--- src/design/bip_pkg.sv ---
package bip_pkg;

   // field widths of the instruction word
   localparam int NB_WORD    = 16;      // instruction and data width
   localparam int NB_OPCODE  = 5;       // upper bits of the instruction
   localparam int NB_OPERAND = 11;      // immediate or variable address

   typedef logic [NB_WORD-1:0]    word_t;
   typedef logic [NB_OPERAND-1:0] operand_t;

   // instruction set, any other opcode only advances the pc
   typedef enum logic [NB_OPCODE-1:0] {
      OP_HALT  = 5'd0,
      OP_STORE = 5'd1,                  // mem[operand] = acc
      OP_LOAD  = 5'd2,                  // acc = mem[operand]
      OP_LOADI = 5'd3,                  // acc = sext(operand)
      OP_ADD   = 5'd4,
      OP_ADDI  = 5'd5,
      OP_SUB   = 5'd6,
      OP_SUBI  = 5'd7
   } opcode_e;

   // accumulator input mux
   typedef enum logic [1:0] {
      ACC_SRC_MEM  = 2'd0,              // data memory read value
      ACC_SRC_IMM  = 2'd1,              // sign-extended operand
      ACC_SRC_ALU  = 2'd2,              // add/sub result
      ACC_SRC_HOLD = 2'd3               // keep current value, store
   } acc_src_e;

   // decoded control, 7 bits
   typedef struct packed {
      acc_src_e acc_src;
      logic     sel_imm;                // alu operand b is the immediate
      logic     op_add;                 // 1 add, 0 subtract
      logic     wr_acc;                 // accumulator write enable
      logic     mem_wr;                 // data memory write strobe
      logic     mem_rd;                 // data memory read strobe
   } ctrl_t;

endpackage

--- src/design/bip_datapath.sv ---
`timescale 1ns/1ps

module bip_datapath (
   input  logic              i_clk,
   input  logic              i_rst,
   input  bip_pkg::ctrl_t    i_ctrl,
   input  bip_pkg::operand_t i_operand,
   input  bip_pkg::word_t    i_mem_data,
   output bip_pkg::word_t    o_acc
);

   localparam int NB_EXT = bip_pkg::NB_WORD - bip_pkg::NB_OPERAND;

   bip_pkg::word_t acc;
   bip_pkg::word_t acc_next;
   bip_pkg::word_t imm_ext;
   bip_pkg::word_t alu_b;
   bip_pkg::word_t alu_res;

   // operand bit 10 is the sign
   assign imm_ext = {{NB_EXT{i_operand[bip_pkg::NB_OPERAND-1]}}, i_operand};

   // second alu operand
   always_comb begin
      if (i_ctrl.sel_imm) begin
         alu_b = imm_ext;
      end else begin
         alu_b = i_mem_data;
      end
   end

   // 16-bit wraparound on both paths
   always_comb begin
      if (i_ctrl.op_add) begin
         alu_res = acc + alu_b;
      end else begin
         alu_res = acc - alu_b;
      end
   end

   // accumulator source mux
   always_comb begin
      case (i_ctrl.acc_src)
         bip_pkg::ACC_SRC_MEM: begin
            acc_next = i_mem_data;
         end
         bip_pkg::ACC_SRC_IMM: begin
            acc_next = imm_ext;
         end
         bip_pkg::ACC_SRC_ALU: begin
            acc_next = alu_res;
         end
         default: begin
            acc_next = acc;             // hold, store keeps acc
         end
      endcase
   end

   always_ff @(posedge i_clk) begin
      if (i_rst) begin
         acc <= '0;
      end else if (i_ctrl.wr_acc) begin
         acc <= acc_next;
      end
   end

   assign o_acc = acc;                  // also the store write data

endmodule

--- config.mk ---
export PLATFORM = sky130hd
export DESIGN_NAME = bip_datapath
export DESIGN_NICKNAME = d
export VERILOG_FILES = /design/src/design/bip_pkg.sv /design/src/design/bip_datapath.sv
export SDC_FILE = /design/constraint.sdc
export NUM_CORES = 1
export LEC_CHECK = 0
export BUFFER_PORTS_ARGS = -buffer_cell sky130_fd_sc_hd__clkbuf_2
export CAP_MARGIN = 25
export CELL_PAD_IN_SITES_DETAIL_PLACEMENT = 1
export CELL_PAD_IN_SITES_GLOBAL_PLACEMENT = 1
export CORE_AREA = 2 2 85 79
export DETAILED_ROUTE_END_ITERATION = 6
export DIE_AREA = 0 0 87 81
export PLACE_DENSITY = 0.76
export SLEW_MARGIN = 20
export SYNTH_ARGS = -nofsm -noshare
export SYNTH_HDL_FRONTEND = slang
export SYNTH_SLANG_ARGS = --single-unit
--- constraint.sdc ---
create_clock -name i_clk -period 5.3 [get_ports i_clk]
set_clock_uncertainty 0.2 [all_clocks]
set_input_delay 0.53 -clock i_clk [delete_from_list [all_inputs] [get_ports i_clk]]
set_output_delay 0.53 -clock i_clk [all_outputs]
set_load 0.02 [all_outputs]
### After elaboration in Yosys (flattened, before gate mapping)

Cells that the tools add are included.

* bits in registers: 16
* input bits: 36
* output and inout bits: 16
* logic and storage cells: 11

* $add $sub $neg: 2
* equal/unequal tests: 2
* muxes and demuxes: 3
* reductions and logical operators: 3

Operator list (number)
* $pmux 16 s3: 1
* $mux 16: 2
* $add 16x16->16: 1
* $sub 16x16->16: 1
* $reduce_bool 3->1: 1
* $eq 2x1->1 const B: 1
* $eq 2x2->1 const B: 1
* $logic_not 2->1: 1
* $reduce_and 2->1: 1

### Depth between registers and ports, before layout

* word-level depth: 4
* gate-level depth with buffers: 18
* mapped depth without buffers: 14

### Worst setup path before layout

No wires, ideal clock.

* path kind: in2reg
* start point: in i_ctrl[4] (netlist bit)
* end point: reg acc[14], in the netlist o_acc[14]
* setup time: 92 ps
* data arrival time: 3769 ps
* required time: 5008 ps
* path slack: 1238 ps
* stages: 18
* buffers on the path: 4
* cells stage by stage: buf_6 -> buf_6 -> buf_2 -> buf_2 -> mux2i_1 -> ha_1 -> o221ai_2 -> or3_4 -> nor3b_1 -> o32a_1 -> o22ai_1 -> ha_1 -> nor2b_1 -> nor2b_1 -> o21ai_0 -> a221oi_1 -> a21oi_1 -> o32ai_1

* word-level cells in the longest chain between the ends: 4
* elaborated cells on any way between the ends: 5
* those cells by class: add/sub: 2; mux: 3

Ends and longest elaborated chain
* start: declaration: line bip_datapath.sv:6 `input bip_pkg::ctrl_t i_ctrl,`
* $mux 16 *: line bip_datapath.sv:25 `if (i_ctrl.sel_imm) begin`
* $sub 16x16->16 / $add 16x16->16 (equally long branches): line bip_datapath.sv:37, bip_datapath.sv:35
* $mux 16 *: line bip_datapath.sv:34 `if (i_ctrl.op_add) begin`
* $pmux 16 s3 *: line bip_datapath.sv:43 `case (i_ctrl.acc_src)`
* end signal: assignment: line bip_datapath.sv:63 `acc <= acc_next;`
* end: declaration: line bip_datapath.sv:14 `bip_pkg::word_t acc;`

Every way passes the cells marked *; elsewhere a longest branch is shown, timed or not.
A chain may end at the register's enable or synchronous reset.

### Final worst setup path

Same ends and word-level chain as after synthesis.

==> results.py <==
metrics = {
    "outcome": {
        "status": "completed",
    },
    "sta": {
        "setup_viol_count_final": 0,
        "fmax_mhz": 252,
        "worstMarginPinSlew_ps": 807,
        "rsz0062_at_grt": "no",
        "period_minus_slack_ps": 3970,
        "slew_violations": 0,
        "finalCritPeriodShare_pct": 75.0,
        "timing.setup.tns_ps": 0,
        "timing_hold_violations_final": 0,
        "hold_slack_ps": 291,
        "slew_headroom_pct": 46.1,
    },
    "detailed_routing": {
        "routedWlPerCell_um": 18.4,
        "drc_errors": 0,
        "final_antenna_net_count": 0,
        "routed_via_density": 6.08,
        "vias": 2662,
        "drt_iter0_drc": 119,
        "wl_mm": 8.08,
        "dr.pass1.iters": 4,
    },
    "finish": {
        "antenna_cells": 0,
        "nFillCells": 799,
        "largest_reg_flops": 16,
        "syn_to_final_growth_pct": 13.8,
        "multi_input_area_mm2": 0.00195,
        "nets": 423,
        "drive_gt1_share_pct": 18.5,
        "final_util_pct": 43.5,
        "ff_latch_area_um2": 320,
    },
    "synth": {
        "seq_area_frac_synth_pct": 13.4,
        "ys_ff_latch": 16,
        "avgSynthCellArea_um2": 7.37,
        "yosys-top-cells-area": "dfxtp_1 (13%), ha_1 (11%), a21oi_1 (6.3%), mux2i_1 (5.8%), xnor2_1 (5.5%)",
        "synthArstFlopShare_pct": 0,
        "synth_cells": 325,
        "ys.flop_type": "dfxtp_1",
        "yosys_warnings": 0,
        "syn-num-nets": 384,
        "yosysMostFrequentCell": "nor2_1",
        "synthTopCellsByCount": "nor2_1 (32), a21oi_1 (30), o21ai_0 (25), ha_1 (22), nand2_1 (19)",
        "synth_top_area_share_pct": 13.4,
        "synth_top_cell_by_area": "dfxtp_1",
        "synth.distinct_cells": 58,
        "synth_edf_count": 0,
        "syn-cell-area_mm2": 0.00240,
    },
    "floorplanning": {
        "initial_utilization_pct": 38.2,
        "ios": 52,
        "die-area_mm2": 0.00705,
        "fp.dieH_um": 81,
        "coreArea_mm2": 0.00627,
        "core.rowCount": 28,
        "chipWidth_um": 87,
    },
    "pwr": {
        "switchingPower_mw": 0.256,
        "leakagePower_nw": 1.16,
        "totalPowerFinal_mw": 0.574,
        "p_clk_share_pct": 22.2,
        "p_int_mw": 0.318,
        "swShare_pct": 44.6,
        "p_comb_share_pct": 52.9,
        "power_frac_seq_pct": 24.8,
        "power_density_mw_per_mm2": 211,
        "ir_drop_v": 0.0000968,
    },
    "global_route": {
        "grt_max_degree": 24,
        "track_usage_pct": 24.4,
        "grt-ovfl-total": 0,
        "grt_pass1_vias": 2757,
        "antenna_found_initial": 0,
        "grt_pass1_wl_mm": 13.6,
    },
    "worst_hold_path": {
        "whs_endpoint": "o_acc[4]",
        "min_from": "o_acc[4]",
        "hold_path_depth": 2,
        "hold_class": "flip-flop to flip-flop",
    },
    "placement": {
        "dp_hpwl_mm": 6.14,
        "io_buffer_count": 49,
        "gp_congestion": 0.869,
    },
    "critical_path": {
        "max_stage_delay_ps": 400,
        "worstPathCellList": "clkbuf_2 > buf_4 > nor3b_1 > o211ai_1 > o31ai_1 > xnor2_1 > nor2_1 > a31oi_1 > ha_1 > a21oi_1 > nand2_1 > o31ai_1 > mux2i_1 > o32ai_1",
        "reg2reg_to": "o_acc[14]",
        "crit_path_frequent_cell": "o31ai_1",
        "reg2reg_slack_ps": 2610,
        "cp_num_cells": 14,
        "crit_path_max_fanout": 23,
        "cp.required_ps": 5280,
        "r2r_cells": 9,
        "crit_type": "primary input to flip-flop",
        "cpMaxStageDelayCell": "o31ai_1",
        "critical_path_buf_inv_count": 2,
        "r2r_start": "o_acc[0]",
        "start_kind": "primary input",
        "cp-end-kind": "flip-flop",
        "crit_family": "compound AO/OA/AOI/OAI gates",
        "cp_data_arrival_time_ps": 3950,
    },
    "clock_tree": {
        "post_cts_buffers": 0,
        "cts_root_buffer": "clkbuf_8",
        "numCtsBuffers": 3,
        "path_clk_slew_ps": 90,
        "clk_latency_ps": 270,
        "holdBufCountCts": 0,
        "cts_tree": "yes",
        "htreeDepth": 1,
        "cts.sinks": 16,
        "cts_buffer_depth": 2,
        "cts_resized": 0,
    },
    "flow_run": {
        "max-cap-violations": 0,
    },
}
[worst reg2reg max path, stage by stage (launching register included)]
cell       delay (ps)
dfxtp_1           360
ha_1              210
inv_1              70
fa_1              400
nor2b_1           230
o2111ai_1         220
a31oi_1           300
o31ai_1           180
mux2i_1           150
o32ai_1           280
[cell usage in the layout, fill, tap and decap left out, types with 6 or more instances in the layout]
cell      Yosys  final
inv_1        12     12
o22ai_1       6      6
nand3_1       7      7
a21oi_1      30     30
nor3_1       12     12
ha_1         22     22
o211ai_1      6      6
o21ai_0      25     25
nor2_1       32     32
nand2_1      19     19
clkbuf_2      0     49
nand2b_1      6      6
nor2b_1       7      7
mux2i_1      14     14
xnor2_1      15     15
a31oi_1       6      6
dfxtp_1      16     16
[kinds of logic (layout without fill, tap and decap cells)]
logic type / count (synthesis) / count (layout) / synth area share (%)
adders and majority gates: 23 / 23 / 12.3
xor gates and xnor gates: 20 / 20 / 7.31
AOI/OAI and AO/OA: 114 / 114 / 31.3
buffers and inverters: 30 / 68 / 5.43
and+or+nand+nor: 105 / 105 / 22.9
DFF: 16 / 16 / 13.4
muxes: 17 / 17 / 7.36
[worst max-delay path by stage]
stage                          from        end
after floorplan           i_ctrl[4]  o_acc[14]
after global placement    i_ctrl[4]  o_acc[14]
after detailed placement  i_ctrl[4]  o_acc[14]
after CTS                 i_ctrl[4]  o_acc[14]
after global routing      i_ctrl[4]  o_acc[14]
final                     i_ctrl[4]  o_acc[14]
[stage by stage]
stage | std cells | area, um^2 | worst slack, ps
final | 438 | 2730 | 1330
after global routing | 438 | 2730 | 978
after CTS | 438 | 2730 | 1380
after detailed placement | 434 | 2670 | 1120
after global placement | 434 | 2670 | 1270
after floorplan | 325 | 2400 | 1240
[cell type report]
cell class	instances	share of cell area, %
Sequential cell	16	11.7
Multi-Input combinational cell	279	71.3
Inverter	12	1.65
Clock buffer	4	2.02
Tap cell	75	3.44
Timing Repair Buffer	52	9.82
[power by group through the flow]
stage	logic, mW	clock network, mW	registers, mW
2_1_floorplan	0.204	0	0.155
3_3_place_gp	0.292	0	0.145
3_5_place_dp	0.302	0	0.145
4_1_cts	0.303	0.127	0.143
5_1_grt	0.339	0.134	0.144
6_report	0.304	0.128	0.143
[metal layers]
layer | vias to the layer above | wire length (um) | track usage [%] | part of all wire [%]
met5 | - | 0 | 0 | 0
met4 | 0 | 127 | 5.31 | 1.6
met3 | 10 | 242 | 2.44 | 3.0
met2 | 62 | 3910 | 43.1 | 48
met1 | 1298 | 3800 | 32.1 | 47
li1 | 1292 | - | - | -
Power figures use the tool's default switching activity.
