`src/design/bip_pkg.sv`:
```
package bip_pkg;

   // field widths of the instruction word
   localparam int NB_WORD    = 16;      // instruction and data width
   localparam int NB_OPCODE  = 5;       // upper bits of the instruction
   localparam int NB_OPERAND = 11;      // immediate or variable address

   typedef logic [NB_WORD-1:0]    word_t;
   typedef logic [NB_OPERAND-1:0] operand_t;

   // instruction set, any other opcode only advances the pc
   typedef enum logic [NB_OPCODE-1:0] {
      OP_HALT  = 5'd0,
      OP_STORE = 5'd1,                  // mem[operand] = acc
      OP_LOAD  = 5'd2,                  // acc = mem[operand]
      OP_LOADI = 5'd3,                  // acc = sext(operand)
      OP_ADD   = 5'd4,
      OP_ADDI  = 5'd5,
      OP_SUB   = 5'd6,
      OP_SUBI  = 5'd7
   } opcode_e;

   // accumulator input mux
   typedef enum logic [1:0] {
      ACC_SRC_MEM  = 2'd0,              // data memory read value
      ACC_SRC_IMM  = 2'd1,              // sign-extended operand
      ACC_SRC_ALU  = 2'd2,              // add/sub result
      ACC_SRC_HOLD = 2'd3               // keep current value, store
   } acc_src_e;

   // decoded control, 7 bits
   typedef struct packed {
      acc_src_e acc_src;
      logic     sel_imm;                // alu operand b is the immediate
      logic     op_add;                 // 1 add, 0 subtract
      logic     wr_acc;                 // accumulator write enable
      logic     mem_wr;                 // data memory write strobe
      logic     mem_rd;                 // data memory read strobe
   } ctrl_t;

endpackage

```
`src/design/bip_control.sv`:
```
`timescale 1ns/1ps

module bip_control #(
   parameter int PROG_ADDR_W = 11
) (
   input  logic                   i_clk,
   input  logic                   i_rst,
   input  bip_pkg::word_t         i_instr,
   output logic [PROG_ADDR_W-1:0] o_pc,
   output bip_pkg::operand_t      o_operand,
   output bip_pkg::ctrl_t         o_ctrl,
   output logic                   o_halt
);

   localparam int NB_WORD   = bip_pkg::NB_WORD;
   localparam int NB_OPCODE = bip_pkg::NB_OPCODE;

   // no strobe, accumulator kept
   localparam bip_pkg::ctrl_t CTRL_IDLE = '{
      acc_src: bip_pkg::ACC_SRC_HOLD,
      sel_imm: 1'b0,
      op_add:  1'b0,
      wr_acc:  1'b0,
      mem_wr:  1'b0,
      mem_rd:  1'b0
   };

   logic [PROG_ADDR_W-1:0] pc;
   bip_pkg::opcode_e       opcode;
   bip_pkg::ctrl_t         ctrl;
   logic                   pc_en;

   assign opcode    = bip_pkg::opcode_e'(i_instr[NB_WORD-1 -: NB_OPCODE]);
   assign o_operand = i_instr[bip_pkg::NB_OPERAND-1:0];

   // program counter, stops only on halt
   always_ff @(posedge i_clk) begin
      if (i_rst) begin
         pc <= '0;
      end else if (pc_en) begin
         pc <= pc + 1'b1;
      end
   end

   // opcode decode
   always_comb begin
      ctrl  = CTRL_IDLE;
      pc_en = 1'b1;
      if (!i_rst) begin                 // strobes stay low while loading
         case (opcode)
            bip_pkg::OP_HALT: begin
               pc_en = 1'b0;
            end
            bip_pkg::OP_STORE: begin
               ctrl.mem_wr = 1'b1;
            end
            bip_pkg::OP_LOAD: begin
               ctrl.acc_src = bip_pkg::ACC_SRC_MEM;
               ctrl.wr_acc  = 1'b1;
               ctrl.mem_rd  = 1'b1;
            end
            bip_pkg::OP_LOADI: begin
               ctrl.acc_src = bip_pkg::ACC_SRC_IMM;
               ctrl.wr_acc  = 1'b1;
            end
            bip_pkg::OP_ADD: begin
               ctrl.acc_src = bip_pkg::ACC_SRC_ALU;
               ctrl.op_add  = 1'b1;
               ctrl.wr_acc  = 1'b1;
               ctrl.mem_rd  = 1'b1;
            end
            bip_pkg::OP_ADDI: begin
               ctrl.acc_src = bip_pkg::ACC_SRC_ALU;
               ctrl.sel_imm = 1'b1;
               ctrl.op_add  = 1'b1;
               ctrl.wr_acc  = 1'b1;
            end
            bip_pkg::OP_SUB: begin
               ctrl.acc_src = bip_pkg::ACC_SRC_ALU;
               ctrl.wr_acc  = 1'b1;
               ctrl.mem_rd  = 1'b1;
            end
            bip_pkg::OP_SUBI: begin
               ctrl.acc_src = bip_pkg::ACC_SRC_ALU;
               ctrl.sel_imm = 1'b1;
               ctrl.wr_acc  = 1'b1;
            end
            default: begin
               ctrl = CTRL_IDLE;        // unknown opcode, pc advances only
            end
         endcase
      end
   end

   assign o_pc   = pc;
   assign o_ctrl = ctrl;
   assign o_halt = ~i_rst & (opcode == bip_pkg::OP_HALT);

endmodule

```
`config.mk`:
```
export PLATFORM = sky130hd
export DESIGN_NAME = bip_control
export DESIGN_NICKNAME = d
export VERILOG_FILES = /design/src/design/bip_pkg.sv /design/src/design/bip_control.sv
export SDC_FILE = /design/constraint.sdc
export NUM_CORES = 1
export LEC_CHECK = 0
export BUFFER_PORTS_ARGS = -buffer_cell sky130_fd_sc_hd__buf_2
export CORE_MARGIN = 3
export CORE_UTILIZATION = 42
export CTS_BUF_LIST = sky130_fd_sc_hd__clkbuf_8 sky130_fd_sc_hd__clkbuf_16
export DETAILED_ROUTE_END_ITERATION = 16
export PLACE_DENSITY = 0.82
export SLEW_MARGIN = 20
export SYNTH_ARGS = -nofsm -noshare
export SYNTH_HDL_FRONTEND = slang
export SYNTH_SLANG_ARGS = --single-unit
```
`constraint.sdc`:
```
create_clock -name i_clk -period 2.4 [get_ports i_clk]
set_input_delay 0.24 -clock i_clk [delete_from_list [all_inputs] [get_ports i_clk]]
set_output_delay 0.24 -clock i_clk [all_outputs]
set_load 0.005 [all_outputs]
```
# Word level (Yosys, flattened, before mapping)

Index checks and enable logic that the tools add are counted.

Output and inout bits: 30
Register bits: 11
Bits in latches: 0
RAM bits: 0
Memories kept: 0
Bits of input ports: 18
Word-level logic and storage cells: 26
ROM bits: 0

Magnitude comparators: 0
Bitwise operators: 2
Divide/modulo/power cells: 0
Shifts and indexed selects: 0
Reduce and logical (&&, ||, !) cells: 6
Add/subtract/negate cells: 1
Multipliers: 0
Muxes and demuxes: 9
Equality and inequality tests: 7

Operators by type and width:

| kind                    | number |
|---|---|
| $eq A5 B3 Y1 const B    | 4 |
| $add A11 B1 Y11 const B | 1 |
| $eq A5 B2 Y1 const B    | 2 |
| $mux W1                 | 7 |
| $mux W7                 | 1 |
| $pmux W2 S3             | 1 |
| $reduce_or A6 Y1        | 1 |
| $eq A5 B1 Y1 const B    | 1 |
| $logic_not A5 Y1        | 1 |
| $reduce_or A2 Y1        | 2 |
| $reduce_or A4 Y1        | 1 |
| $reduce_or A3 Y1        | 1 |
| $and A1 B1 Y1           | 1 |
| $not A1 Y1              | 1 |

# Logic depth before layout (Yosys ltp)

Depth in word-level cells: 4
Gate-level depth with buffers: 5

# Worst setup path before layout

OpenSTA, ideal clock, no wires.

Kind: register to register
From: register pc[2] (netlist: o_pc[2])
To: register pc[9] (netlist: o_pc[9])
Period minus slack after synthesis: 1441 ps
Data arrival time: 1370 ps
Cell stages (with the launch flop): 5
Library setup time: 71 ps
Path slack: 959 ps
Cells stage by stage: dfxtp_1 -> and4_4 -> nand4_4 -> or4_1 -> a21oi_1

Longest elaborated chain between the ends: 1

RTL lines:

| item                   | line              | source |
|---|---|---|
| from (decl)            | bip_control.sv:28 | `logic [PROG_ADDR_W-1:0] pc;` |
| from (signal assigned) | bip_control.sv:41 | `pc <= pc + 1'b1;` |
| $add A11 B1 Y11        | bip_control.sv:41 |  |

No other way between the ends.
A chain may end at the register's enable or synchronous reset.

# Worst setup path in the final report

From: input port i_rst
To: output port o_halt

Longest elaborated chain between the ends: 2

RTL lines:

| item          | line              | source |
|---|---|---|
| from (decl)   | bip_control.sv:7  | `input logic i_rst,` |
| $not A1 Y1    | bip_control.sv:97 | `assign o_halt = ~i_rst & (opcode == bip_pkg::OP_HALT);` |
| $and A1 B1 Y1 | bip_control.sv:97 |  |
| to (decl)     | bip_control.sv:12 | `output logic o_halt` |

No other way between the ends.

==> summary.txt <==
Run status
  • Outcome: completed

Setup path
  • Cell family with most CP delay: simple AND/OR/NAND/NOR gates
  • Crit-path max FO: 13
  • Worst Path Required: 2.16 ns
  • Largest stage delay on the critical path: 0.50 ns
  • Worst reg2reg startpoint: o_pc[2]
  • Crit Path Class: primary input to output pin
  • CP max stage cell: or3_1
  • Worst Path Arrival: 1.32 ns
  • Worst setup SP type: primary input
  • Cell mode on critical path: buf_2
  • WP buf/inv: 2
  • Crit path launch: i_rst
  • Crit-path cells: buf_2, or3_1, nor2_2, buf_2
  • Critical path capture point type: output pin

Layout
  • Layout Area Growth over Synthesis: 13.8%
  • Fin nets: 114
  • Design area: between 700 and 800 um^2
  • Max reg flops: 11
  • Layout cells sized above 1: between 30% and 40%
  • ANT cells: 0

Timing
  • Slew of the pin with the lowest slew margin: about 0.41 ns
  • Final Slew Violations: 0
  • Tmin final: ~1.6 ns
  • Max Fclk: ~640 MHz
  • Final WS setup: between 0.8 and 0.9 ns
  • Clock Skews: about 0.004 ns
  • Fin crit share: about 65%
  • Setup tns final: 0 ns
  • Final Hold Vio Count: 0
  • Setup-failing EPs final: 0
  • RSZ-0062 raised after global routing: no
  • Max-slew headroom: about 73%

Global route
  • Vias in the first global route: 488
  • Pin count of the biggest net entering global routing: 14
  • Antenna violations before repair: 0
  • Total GRT Usage: between 10% and 20%
  • Overflow after GRT: 0
  • First-pass GRT wire length: 1990 um

Clocking
  • CTS clk-pin slew, worst paths: ~0.05 ns
  • Clock root cell: clkbuf_8
  • Clock buffer depth: 2
  • Hold_buf cts: 0
  • Post-CTS Resized: 0
  • CTS sink count: 11
  • Setup bufs post-CTS: 0
  • TritonCTS clock tree: yes
  • H-tree depth: 1
  • Num CTS Buffers: 3
  • Clock Latency Late Sink: roughly 0.24 ns

Pwr
  • Pint: 316 uW
  • Net Sw Power: 93.0 uW
  • Sequential Power Share: 47.3%
  • Power Density: around 540 nW/um^2
  • Tot Pwr: 409 uW
  • Sw frac: approximately 23%
  • LEAKAGE: about 0.36 nW
  • Comb pwr share: 9.5%
  • Clock Power Share: between 40% and 50%
  • Max VDD drop: 0.287 mV

Synthesis
  • Synth Area in Adders: between 1.5 and 2%
  • Simple-gate share of the synthesized area: a little over a quarter
  • Synth Cell Area: 669 um^2
  • YS warnings: 0
  • Post-synth EDFFs: 0
  • Library cells used by synthesis: 27
  • Syn Nets: between 90 and 100
  • Synth top area share: between 30 and 40%
  • Post-synthesis sequential area ratio: 32.9%
  • Post-Syn Instances: 79
  • Synth top area cells: dfxtp_1 33%, buf_4 12%, xor2_1 9.2%, nor2_1 5.6%, o211ai_1 3.4%
  • Compound-gate portion of the synthesized area: between 10% and 20%
  • Largest family of logic cells by synthesized area: simple AND/OR/NAND/NOR gates
  • Async S/R FF share, synth: 0%
  • Main synth FF type: dfxtp_1
  • #FFs+latches synth: 11
  • Syn avg cell area: 8.47 um^2
  • Synth cell count leaders: 11 x buf_4, 11 x dfxtp_1, 10 x nor2_1
  • Largest area contributor in the synthesized netlist: dfxtp_1
  • Synth Area in XOR/XNOR: under 10%
  • Post-synthesis mux area share: 0%

Routing
  • Via density per instance: 5.38
  • Initial DRC Count: 10
  • Remaining antenna violation count: 0
  • WL final: 1270 um
  • Via count: 586
  • TritonRoute pass-1 iters: 4
  • Per-cell routed wire length: ~12 um
  • DRC violations left: 0

Run
  • Max-Cap Viols: 0

Placement
  • Placed Area: approximately 700 um^2
  • Pre-CTS setup slack: roughly 0.74 ns
  • DP Wirelength: ~960 um
  • Final GP Congestion: about 0.76
  • PortBufs: 25

Floorplanning
  • # rows: 13
  • Die Span Y: ~46 um
  • Core ar.: 1400 um^2
  • Initial Util: between 40% and 50%
  • IO Pins: 48
  • Die area: 2110 um^2
  • Die width: roughly 46 um

Worst hold path
  • Min-delay worst type: primary input to flip-flop
  • Hold path start: i_rst
worst paths after layout:
| kind | end | slack (ns) | cells after the start |
|---|---|---|---|
| worst min register to register | o_pc[10] | 0.48 | 2 |
| worst max-delay path | o_halt | 0.84 | 4 |
| worst min-delay path | o_pc[3] | 0.33 | 2 |
| worst max register to register | o_pc[9] | 0.89 | 4 |
layout make-up:
cell class | instances | area, um^2
fill | 132 | 637
sequential | 11 | 220
clock inverter | 1 | 3.75
inverter | 1 | 3.75
timing repair buffer | 25 | 125
clock buffer | 3 | 41.3
multi-input combinational | 53 | 349
tap | 15 | 18.8
power groups by stage:
stage / Clock [mW] / Combinational (mW) / Sequential (mW)
finish: 0.177 / 0.0388 / 0.194
global placement: 0 / 0.0380 / 0.197
detailed placement: 0 / 0.0388 / 0.197
global route: 0.189 / 0.0441 / 0.195
CTS: 0.181 / 0.0391 / 0.194
floorplan: 0 / 0.0360 / 0.197
through the flow:
stage | hold WS, ns | std cells | util [%]
2_1_floorplan | 0.309 | 79 | -
3_3_place_gp | 0.465 | 105 | 51.3
3_5_place_dp | 0.475 | 105 | 51.3
4_1_cts | 0.327 | 109 | 54.5
5_1_grt | 0.343 | 109 | 54.5
6_report | 0.328 | 109 | 54.5
placed cells by master, fill, tap and decap left out:
cell type   n
o211ai_1    3
xor2_1      7
dfxtp_1    11
o2111ai_1   2
and4_4      1
nor3_1      2
or4_1       2
and3_1      2
nor2_1     10
nor2b_1     1
nand3_1     1
a21oi_1     4
nand4_4     1
and3_2      1
buf_2      25
clkbuf_8    3
o21ai_2     1
nand3b_1    1
ha_1        1
and2_1      1
nor2_2      1
nand2_1     3
o31ai_1     2
inv_1       2
or3_1       3
o21ai_0     3
routing by layer:
layer / routed length, um / vias up / GRT usage, %
met5: 0 / - / 0
met4: 28 / 0 / 10.8
met3: 89 / 4 / 2.37
met2: 589 / 28 / 18.4
met1: 564 / 256 / 16.6
li1: - / 298 / -
kinds of logic after synthesis:
| family | after synthesis |
|---|---|
| and+or+nand+nor | 30 |
| DFF | 11 |
| AOI/OAI and AO/OA | 15 |
| xor gates and xnor gates | 7 |
| adders and majority gates | 1 |
| buffers and inverters | 15 |
(Power assumes the default switching activity.)
